## config.mk

```make
export PLATFORM = sky130hd
export DESIGN_NAME = fir_top
export DESIGN_NICKNAME = d
export VERILOG_FILES = /design/src/logic/fir_pkg.sv /design/src/logic/fir_ctrl.sv /design/src/logic/fir_cfg_regs.sv /design/src/logic/fir_tap_ram.sv /design/src/logic/fir_sample_ring.sv /design/src/logic/fir_mac.sv /design/src/logic/fir_top.sv
export VERILOG_INCLUDE_DIRS = /design/src /design/src/logic
export SDC_FILE = /design/constraint.sdc
export NUM_CORES = 2
export LEC_CHECK = 0
export BUFFER_PORTS_ARGS = -buffer_cell sky130_fd_sc_hd__clkbuf_2
export CAP_MARGIN = 20
export CORE_MARGIN = 2
export CORE_UTILIZATION = 50
export DETAILED_ROUTE_END_ITERATION = 12
export MAX_ROUTING_LAYER = met4
export PLACE_DENSITY = 0.66
export SLEW_MARGIN = 10
export SYNTH_ARGS = -nofsm -noshare
export SYNTH_HDL_FRONTEND = slang
export SYNTH_HIERARCHICAL = 1
export SYNTH_SLANG_ARGS = --single-unit
```

## constraint.sdc

```tcl
create_clock -name axis_clk -period 10.1 [get_ports axis_clk]
set_clock_uncertainty 0.05 [all_clocks]
set_input_delay 1.01 -clock axis_clk [delete_from_list [all_inputs] [get_ports axis_clk]]
set_output_delay 1.01 -clock axis_clk [all_outputs]
set_load 0.1 [all_outputs]
```

## src/logic/fir_defs.svh

```systemverilog
`ifndef FIR_DEFS_SVH
`define FIR_DEFS_SVH

// sample and coefficient width
`define FIR_DATA_W 32

// register port address width
`define FIR_ADDR_W 12

// number of filter taps
`define FIR_TAPS 11

// register map
`define FIR_ADDR_AP   12'h000
`define FIR_ADDR_LEN  12'h010
// coefficients follow 4 bytes apart, tap 10 at 0x48
`define FIR_ADDR_TAP0 12'h020

`endif

```

## src/logic/fir_pkg.sv

```systemverilog
`default_nettype none

`include "fir_defs.svh"

package fir_pkg;

    // samples, coefficients, products and sums
    typedef logic signed [`FIR_DATA_W-1:0] data_t;

    // tap number or sample distance, 0 to 10
    typedef logic [3:0] tap_idx_t;

    // control word bit fields
    typedef struct packed {
        logic [`FIR_DATA_W-4:0] reserved;
        logic                   idle;
        logic                   done;
        logic                   start;
    } ap_fields_t;

    // control word seen as a raw bus word or as its fields
    typedef union packed {
        data_t      raw;
        ap_fields_t fields;
    } ap_word_u;

    typedef enum logic [1:0] {
        st_idle,
        st_take,
        st_mac,
        st_give
    } fir_state_e;

endpackage

`default_nettype wire

```

## src/logic/fir_ctrl.sv

```systemverilog
`timescale 1ns/1ps
`default_nettype none

`include "fir_defs.svh"

module fir_ctrl (
    input  wire              axis_clk,
    input  wire              axis_rst_n,
    input  wire              start_pulse,
    input  wire fir_pkg::data_t length,
    input  wire              ss_tvalid,
    input  wire              sm_tvalid,
    input  wire              sm_tready,
    output logic             busy,
    output logic             done_pulse,
    output logic             ss_tready,
    output logic             ring_clear,
    output logic             ring_push,
    output fir_pkg::tap_idx_t tap_idx,
    output logic             acc_clear,
    output logic             acc_en,
    output logic             out_load,
    output logic             out_last
);

    localparam fir_pkg::tap_idx_t LAST_TAP = 4'(`FIR_TAPS - 1);

    fir_pkg::fir_state_e    state;
    fir_pkg::fir_state_e    state_nx;
    fir_pkg::tap_idx_t      tap_cnt;
    // number of the output currently being produced, 1-based
    logic [`FIR_DATA_W-1:0] out_num;
    logic                   take_fire;
    logic                   give_fire;

    assign busy      = (state != fir_pkg::st_idle);
    assign ss_tready = (state == fir_pkg::st_take);
    assign take_fire = ss_tready && ss_tvalid;
    assign give_fire = (state == fir_pkg::st_give) && sm_tvalid && sm_tready;

    // ring starts from zeros on every run
    assign ring_clear = (state == fir_pkg::st_idle) && start_pulse;
    assign ring_push  = take_fire;
    assign acc_clear  = take_fire;
    assign acc_en     = (state == fir_pkg::st_mac);
    assign tap_idx    = tap_cnt;

    // load once on entry to st_give, then hold until accepted
    assign out_load   = (state == fir_pkg::st_give) && !sm_tvalid;
    assign out_last   = (out_num == length);
    assign done_pulse = give_fire && out_last;

    always_comb begin
        state_nx = state;
        case (state)
            fir_pkg::st_idle: begin
                if (start_pulse) begin
                    state_nx = fir_pkg::st_take;
                end
            end
            fir_pkg::st_take: begin
                if (take_fire) begin
                    state_nx = fir_pkg::st_mac;
                end
            end
            fir_pkg::st_mac: begin
                if (tap_cnt == LAST_TAP) begin
                    state_nx = fir_pkg::st_give;
                end
            end
            fir_pkg::st_give: begin
                if (give_fire) begin
                    state_nx = out_last ? fir_pkg::st_idle : fir_pkg::st_take;
                end
            end
            default: state_nx = fir_pkg::st_idle;
        endcase
    end

    always_ff @(posedge axis_clk) begin
        if (!axis_rst_n) begin
            state   <= fir_pkg::st_idle;
            tap_cnt <= '0;
            out_num <= '0;
        end else begin
            state <= state_nx;
            // tap counter rewinds after tap 10
            if (acc_en) begin
                tap_cnt <= (tap_cnt == LAST_TAP) ? '0 : tap_cnt + 1'b1;
            end
            if (ring_clear) begin
                out_num <= 1;
            end else if (give_fire) begin
                out_num <= out_num + 1'b1;
            end
        end
    end

    // input and output never open together, one sample in flight
    a_one_in_flight: assert property (@(posedge axis_clk) disable iff (!axis_rst_n)
        !(ss_tready && sm_tvalid));

    a_tap_range: assert property (@(posedge axis_clk) disable iff (!axis_rst_n)
        tap_idx < `FIR_TAPS);

endmodule

`default_nettype wire

```

## src/logic/fir_cfg_regs.sv

```systemverilog
`timescale 1ns/1ps
`default_nettype none

`include "fir_defs.svh"

module fir_cfg_regs (
    input  wire                    axis_clk,
    input  wire                    axis_rst_n,
    input  wire                    awvalid,
    input  wire [`FIR_ADDR_W-1:0]  awaddr,
    input  wire                    wvalid,
    input  wire [`FIR_DATA_W-1:0]  wdata,
    input  wire                    arvalid,
    input  wire [`FIR_ADDR_W-1:0]  araddr,
    input  wire                    rready,
    input  wire                    busy,
    input  wire                    done_pulse,
    input  wire fir_pkg::data_t    host_coef,
    output logic                   awready,
    output logic                   wready,
    output logic                   arready,
    output logic                   rvalid,
    output logic [`FIR_DATA_W-1:0] rdata,
    output logic                   start_pulse,
    output fir_pkg::data_t         length,
    output logic                   host_we,
    output fir_pkg::tap_idx_t      host_idx,
    output fir_pkg::data_t         host_wdata
);

    fir_pkg::ap_word_u      ap_wr;
    fir_pkg::ap_word_u      ap_q;
    fir_pkg::ap_word_u      ap_rd;
    fir_pkg::tap_idx_t      aw_idx;
    fir_pkg::tap_idx_t      ar_idx;
    logic                   wr_fire;
    logic                   rd_fire;
    logic                   ar_is_tap;
    logic                   ap_start_wr;
    logic [`FIR_DATA_W-1:0] rd_value;

    function automatic logic addr_is_tap(input logic [`FIR_ADDR_W-1:0] addr);
        return (addr >= `FIR_ADDR_TAP0) && (addr <= `FIR_ADDR_TAP0 + 4 * (`FIR_TAPS - 1))
            && (addr[1:0] == 2'b00);
    endfunction

    function automatic fir_pkg::tap_idx_t addr_to_idx(input logic [`FIR_ADDR_W-1:0] addr);
        logic [`FIR_ADDR_W-1:0] offs;
        offs = addr - `FIR_ADDR_TAP0;
        return fir_pkg::tap_idx_t'(offs >> 2);
    endfunction

    // address and data must arrive together
    assign wr_fire = awvalid && wvalid;
    assign awready = wr_fire;
    assign wready  = wr_fire;
    assign arready = !rvalid;
    assign rd_fire = arvalid && arready;

    assign ap_wr.raw   = wdata;
    assign ap_start_wr = wr_fire && (awaddr == `FIR_ADDR_AP) && ap_wr.fields.start
                         && !busy && !ap_q.fields.start;

    // coefficient store, host writes win the shared index
    assign aw_idx     = addr_to_idx(awaddr);
    assign ar_idx     = addr_to_idx(araddr);
    assign ar_is_tap  = addr_is_tap(araddr);
    assign host_we    = wr_fire && addr_is_tap(awaddr) && !busy;
    assign host_idx   = host_we ? aw_idx : ar_idx;
    assign host_wdata = wdata;

    always_comb begin
        ap_rd             = ap_q;
        ap_rd.fields.idle = !busy;
    end

    always_comb begin
        if (araddr == `FIR_ADDR_AP) begin
            rd_value = ap_rd.raw;
        end else if (araddr == `FIR_ADDR_LEN) begin
            rd_value = length;
        end else if (ar_is_tap) begin
            rd_value = host_coef;
        end else begin
            rd_value = '0;
        end
    end

    always_ff @(posedge axis_clk) begin
        if (!axis_rst_n) begin
            ap_q.raw    <= '0;
            start_pulse <= 1'b0;
            length      <= '0;
        end else begin
            start_pulse <= ap_start_wr;
            if (ap_start_wr) begin
                ap_q.fields.start <= 1'b1;
                ap_q.fields.done  <= 1'b0;
            end else begin
                // start drops as the controller leaves idle
                if (start_pulse) begin
                    ap_q.fields.start <= 1'b0;
                end
                if (done_pulse) begin
                    ap_q.fields.done <= 1'b1;
                end
            end
            if (wr_fire && (awaddr == `FIR_ADDR_LEN) && !busy) begin
                length <= wdata;
            end
        end
    end

    always_ff @(posedge axis_clk) begin
        if (!axis_rst_n) begin
            rvalid <= 1'b0;
        end else if (rd_fire) begin
            rvalid <= 1'b1;
        end else if (rready) begin
            rvalid <= 1'b0;
        end
    end

    always_ff @(posedge axis_clk) begin
        if (rd_fire) begin
            rdata <= rd_value;
        end
    end

    a_read_hold: assert property (@(posedge axis_clk) disable iff (!axis_rst_n)
        rvalid && !rready |=> rvalid && $stable(rdata));

endmodule

`default_nettype wire

```

## src/logic/fir_tap_ram.sv

```systemverilog
`timescale 1ns/1ps
`default_nettype none

`include "fir_defs.svh"

module fir_tap_ram (
    input  wire                    axis_clk,
    input  wire                    host_we,
    input  wire fir_pkg::tap_idx_t host_idx,
    input  wire fir_pkg::data_t    host_wdata,
    input  wire fir_pkg::tap_idx_t tap_idx,
    output fir_pkg::data_t         host_coef,
    output fir_pkg::data_t         tap_coef
);

    fir_pkg::data_t coef_mem [`FIR_TAPS];

    // host side, write and read back
    always_ff @(posedge axis_clk) begin
        if (host_we) begin
            coef_mem[host_idx] <= host_wdata;
        end
    end

    assign host_coef = coef_mem[host_idx];

    // multiplier side, read only
    assign tap_coef = coef_mem[tap_idx];

endmodule

`default_nettype wire

```

## src/logic/fir_sample_ring.sv

```systemverilog
`timescale 1ns/1ps
`default_nettype none

`include "fir_defs.svh"

module fir_sample_ring (
    input  wire                    axis_clk,
    input  wire                    axis_rst_n,
    input  wire                    ring_clear,
    input  wire                    ring_push,
    input  wire fir_pkg::data_t    ss_tdata,
    input  wire fir_pkg::tap_idx_t tap_idx,
    output fir_pkg::data_t         ring_sample
);

    localparam fir_pkg::tap_idx_t LAST_SLOT = 4'(`FIR_TAPS - 1);

    fir_pkg::data_t    ring [`FIR_TAPS];
    // slot of the newest sample
    fir_pkg::tap_idx_t head;
    fir_pkg::tap_idx_t head_nx;
    fir_pkg::tap_idx_t rd_ptr;

    assign head_nx = (head == LAST_SLOT) ? '0 : head + 1'b1;

    always_ff @(posedge axis_clk) begin
        if (!axis_rst_n) begin
            head <= '0;
        end else if (ring_clear) begin
            head <= '0;
        end else if (ring_push) begin
            head <= head_nx;
        end
    end

    always_ff @(posedge axis_clk) begin
        if (ring_clear) begin
            for (int i = 0; i < `FIR_TAPS; i++) begin
                ring[i] <= '0;
            end
        end else if (ring_push) begin
            ring[head_nx] <= ss_tdata;
        end
    end

    // head minus distance, modulo the tap count
    // the 4-bit wrap of head + 11 - idx lands on the right slot
    always_comb begin
        if (head >= tap_idx) begin
            rd_ptr = head - tap_idx;
        end else begin
            rd_ptr = head + 4'(`FIR_TAPS) - tap_idx;
        end
    end

    assign ring_sample = ring[rd_ptr];

endmodule

`default_nettype wire

```

## src/logic/fir_mac.sv

```systemverilog
`timescale 1ns/1ps
`default_nettype none

`include "fir_defs.svh"

module fir_mac (
    input  wire                 axis_clk,
    input  wire                 axis_rst_n,
    input  wire                 acc_clear,
    input  wire                 acc_en,
    input  wire fir_pkg::data_t tap_coef,
    input  wire fir_pkg::data_t ring_sample,
    input  wire                 out_load,
    input  wire                 out_last,
    input  wire                 sm_tready,
    output logic                sm_tvalid,
    output fir_pkg::data_t      sm_tdata,
    output logic                sm_tlast
);

    fir_pkg::data_t acc;
    fir_pkg::data_t product;

    // low 32 bits of the signed product, wraps like the sum
    assign product = tap_coef * ring_sample;

    always_ff @(posedge axis_clk) begin
        if (acc_clear) begin
            acc <= '0;
        end else if (acc_en) begin
            acc <= acc + product;
        end
    end

    // output register, held until the sink takes it
    always_ff @(posedge axis_clk) begin
        if (!axis_rst_n) begin
            sm_tvalid <= 1'b0;
            sm_tlast  <= 1'b0;
        end else if (out_load) begin
            sm_tvalid <= 1'b1;
            sm_tlast  <= out_last;
        end else if (sm_tvalid && sm_tready) begin
            sm_tvalid <= 1'b0;
            sm_tlast  <= 1'b0;
        end
    end

    always_ff @(posedge axis_clk) begin
        if (out_load) begin
            sm_tdata <= acc;
        end
    end

    a_out_hold: assert property (@(posedge axis_clk) disable iff (!axis_rst_n)
        sm_tvalid && !sm_tready |=> sm_tvalid && $stable(sm_tdata) && $stable(sm_tlast));

endmodule

`default_nettype wire

```

## src/logic/fir_top.sv

```systemverilog
`timescale 1ns/1ps
`default_nettype none

`include "fir_defs.svh"

module fir_top (
    input  wire                   axis_clk,
    input  wire                   axis_rst_n,
    input  wire                   awvalid,
    input  wire [`FIR_ADDR_W-1:0] awaddr,
    input  wire                   wvalid,
    input  wire [`FIR_DATA_W-1:0] wdata,
    output wire                   awready,
    output wire                   wready,
    input  wire                   arvalid,
    input  wire [`FIR_ADDR_W-1:0] araddr,
    input  wire                   rready,
    output wire                   arready,
    output wire                   rvalid,
    output wire [`FIR_DATA_W-1:0] rdata,
    input  wire                   ss_tvalid,
    input  wire fir_pkg::data_t   ss_tdata,
    output wire                   ss_tready,
    input  wire                   sm_tready,
    output wire                   sm_tvalid,
    output wire fir_pkg::data_t   sm_tdata,
    output wire                   sm_tlast
);

    wire                    start_pulse;
    wire                    done_pulse;
    wire                    busy;
    wire fir_pkg::data_t    length;
    wire                    host_we;
    wire fir_pkg::tap_idx_t host_idx;
    wire fir_pkg::data_t    host_wdata;
    wire fir_pkg::data_t    host_coef;
    wire                    ring_clear;
    wire                    ring_push;
    wire fir_pkg::tap_idx_t tap_idx;
    wire                    acc_clear;
    wire                    acc_en;
    wire                    out_load;
    wire                    out_last;
    wire fir_pkg::data_t    tap_coef;
    wire fir_pkg::data_t    ring_sample;

    fir_cfg_regs u_cfg_regs (
        .axis_clk, .axis_rst_n,
        .awvalid, .awaddr, .wvalid, .wdata, .awready, .wready,
        .arvalid, .araddr, .rready, .arready, .rvalid, .rdata,
        .busy, .done_pulse, .host_coef,
        .start_pulse, .length, .host_we, .host_idx, .host_wdata
    );

    fir_ctrl u_ctrl (
        .axis_clk, .axis_rst_n,
        .start_pulse, .length, .ss_tvalid, .sm_tvalid, .sm_tready,
        .busy, .done_pulse, .ss_tready, .ring_clear, .ring_push,
        .tap_idx, .acc_clear, .acc_en, .out_load, .out_last
    );

    fir_tap_ram u_tap_ram (
        .axis_clk, .host_we, .host_idx, .host_wdata, .tap_idx,
        .host_coef, .tap_coef
    );

    fir_sample_ring u_sample_ring (
        .axis_clk, .axis_rst_n, .ring_clear, .ring_push, .ss_tdata,
        .tap_idx, .ring_sample
    );

    fir_mac u_mac (
        .axis_clk, .axis_rst_n, .acc_clear, .acc_en, .tap_coef, .ring_sample,
        .out_load, .out_last, .sm_tready, .sm_tvalid, .sm_tdata, .sm_tlast
    );

endmodule

`default_nettype wire

```

==> impl_metrics.tcl <==
set metrics [dict create \
    status "finished clean" \
    grt_use_total 0.278 \
    fin_crit_sh 0.969 \
    setup_violations 0 \
    core_mm2 0.126 \
    gp_congestion 0.900 \
    path_max_fanout 15 \
    crit_end "u_mac/acc[31]" \
    synth_edf_count 896 \
    yosys.area_share.simple 0.112 \
    postCtsHoldBufs 0 \
    crit_path_start_kind "register" \
    dieArea_mm2 0.129 \
    synth_top_area_share 0.426 \
    postSynthCellCount 5523 \
    cpMostUsedCell "fa_1" \
    synth_top_flop_cell "edfxtp_1" \
    layout-drive-gt1-share 0.173 \
    synth_seq_cells 1040 \
    synth_adder_area_share 0.172 \
    max_freq_ghz 0.102 \
    routedWlPerCell_um 24.0 \
    slew-limit-headroom 0.204 \
    grt_max_degree 168 \
    netlist_area_mm2 0.0632 \
    path_clk_slew_ns 0.06 \
    finalWirelength_mm 179 \
    io_buffers 166 \
    maxCapViolCount 0 \
    clock-sinks 1040 \
    fin_nets 6394 \
    slew_violations 0 \
    ff2ff_setup_slack_ns 0.31 \
    yosys_warnings 6 \
    drt_pre_antenna_iters 6 \
    synth.avg_cell_area_um2 11.4 \
    dr.first_iter.drc_count 4258 \
    pin_count 167 \
    cp_slowest_cell "fa_1" \
    grt_pass1_wl_mm 266 \
    r2r-end "u_mac/acc[31]" \
    cpPeakStageDelay_ns 0.57 \
    startpoint "u_sample_ring/head[0]" \
    hp-class "reg -> reg" \
    synth-xor-area-share 0.0211 \
    ys_top_cells_by_area "edfxtp_1, fa_1, dfxtp_1, inv_1, nor2_1" \
    drc 0 \
    gr-total-overflow 0 \
    worst_pin_slew_ns 1.19 \
    grt_pass1_vias 44900 \
    ys_types 86 \
    avgViaCountPerCell 5.85 \
    r2r_start "u_sample_ring/head[0]" \
    die_w_um 359 \
    hpwl_mm 116 \
    synth_top_family_by_area "adder cells" \
    grt_antenna_before_repair 3 \
    cts_tree "built" \
    clock_path_buffers 3 \
    end_kind "register" \
    detail-route-antenna-nets 0 \
    fin_crit_ns 9.79 \
    synth_compound_area_frac 0.0949 \
    ys_seq_area_frac 0.472 \
    criticalPathCategory "reg -> reg" \
    async_reset_ff_frac 0 \
    rr_worst_depth 37 \
    synth_most_common_cell "edfxtp_1" \
    die_h_um 359 \
    yosysTopAreaCell "edfxtp_1" \
    synth_mux_area_frac 0.0590 \
    whs_path_depth 0 \
    vias 43600 \
    finalHoldViolCount 0 \
    insertion_delay_ns 0.75 \
    cp.arrival_ns 10.32 \
    utilization 0.570 \
    required_ns 10.63 \
    synth_commonest_cells "edfxtp_1, inv_1, nor2_1" \
    row_count 130 \
    start_util 0.503 \
    areaGrowthSynthToFinish_pct 13.4 \
    cts-root-buf "clkbuf_16" \
    cts_buffers 110 \
    h-tree-depth 3 \
]
-- worst min-delay path by stage --
stage	from	slack [ns]	end
after global routing	u_mac/acc[30]	0.42	u_mac/sm_tdata[30]
after CTS	u_mac/acc[22]	0.40	u_mac/sm_tdata[22]
after detailed placement	u_mac/acc[30]	0.39	u_mac/sm_tdata[30]
after global placement	u_mac/acc[22]	0.37	u_mac/sm_tdata[22]
final	u_mac/acc[22]	0.39	u_mac/sm_tdata[22]
after floorplan	u_mac/acc[14]	0.36	u_mac/sm_tdata[14]
-- per-layer routing --
layer | global-route usage | part of all wire | wire (µm)
met5 | - | 0 | 0
met4 | 0.107 | 0.040 | 7170
met3 | 0.0334 | 0.073 | 13000
met2 | 0.458 | 0.49 | 87700
met1 | 0.353 | 0.40 | 70800
-- layout make-up --
class,count,area (µm²)
Clock buffer,147,3090
Sequential cell,1040,29800
Inverter,650,2440
Fill cell,10300,53900
Antenna cell,3,7.51
Multi-Input combinational cell,3478,30200
Tap cell,1650,2060
Clock inverter,58,674
Timing Repair Buffer,413,3370
-- cell usage in the layout, fill, tap and decap left out, types with 34 or more instances in the layout --
cell	netlist	layout
nand2b_1	84	75
o221ai_1	80	45
o211ai_1	66	66
nand2_1	427	414
clkbuf_2	1	166
o22ai_1	240	235
inv_1	650	649
buf_12	3	34
nor2_1	601	585
mux2i_1	151	150
mux2_2	197	196
and2_1	280	276
fa_1	441	436
xor2_1	76	75
a21oi_1	90	89
dfxtp_1	144	141
edfxtp_1	896	896
a22o_1	93	93
xnor2_1	71	71
clkbuf_16	0	124
buf_4	44	191
ha_1	164	157
-- critical path: cells and delay by family, from the launching register on --
family / cells / cell delay, ns
and+or+nand+nor: 6 / 0.79
AOI/OAI and AO/OA: 9 / 2.58
DFF: 1 / 0.32
buffers and inverters: 9 / 0.86
muxes: 1 / 0.14
adders and majority gates: 11 / 4.74
xor gates and xnor gates: 1 / 0.14
-- per-stage QoR --
step                      TNS, ns  hold WS (ns)  worst slack (ns)  cell area, µm²  std cells
after floorplan                 0         0.358             0.600           63300       5554
after global placement          0         0.374             0.271           66600       7184
after detailed placement        0         0.387            0.0602           66700       7186
after CTS                       0         0.400           0.00465           70400       7391
after global routing      -0.0620         0.418           -0.0468           71600       7439
final                           0         0.390             0.309           71600       7439
-- sequential cells by signal, summed over array words and instances, names as in the netlist --
register / flops
u_sample_ring/ring: 512
u_tap_ram/coef_mem: 352
u_cfg_regs/length: 32
u_cfg_regs/rdata: 32
u_ctrl/out_num: 32
u_mac/acc: 32
u_mac/sm_tdata: 32
u_ctrl/tap_idx: 4
u_sample_ring/head: 4
u_cfg_regs/ap_q: 2
u_ctrl/state: 2
u_cfg_regs/rvalid: 1
u_cfg_regs/start_pulse: 1
u_mac/sm_tlast: 1
u_mac/sm_tvalid: 1
-- cell families after synthesis --
group,after synthesis
and+or+nand+nor,1535
adders and majority gates,605
muxes,348
AOI/OAI and AO/OA,807
DFF,1040
xor gates and xnor gates,149
buffers and inverters,1038
other,1
-- timing repair --
item,4_1_cts,5_1_grt
endpoints found under the setup margin,0,10
setup buffers,0,28
resized for setup,0,110
Power is left out: the tool's default activity adds up to more than one toggle a clock period on the data nets, which glitch-free logic cannot reach.
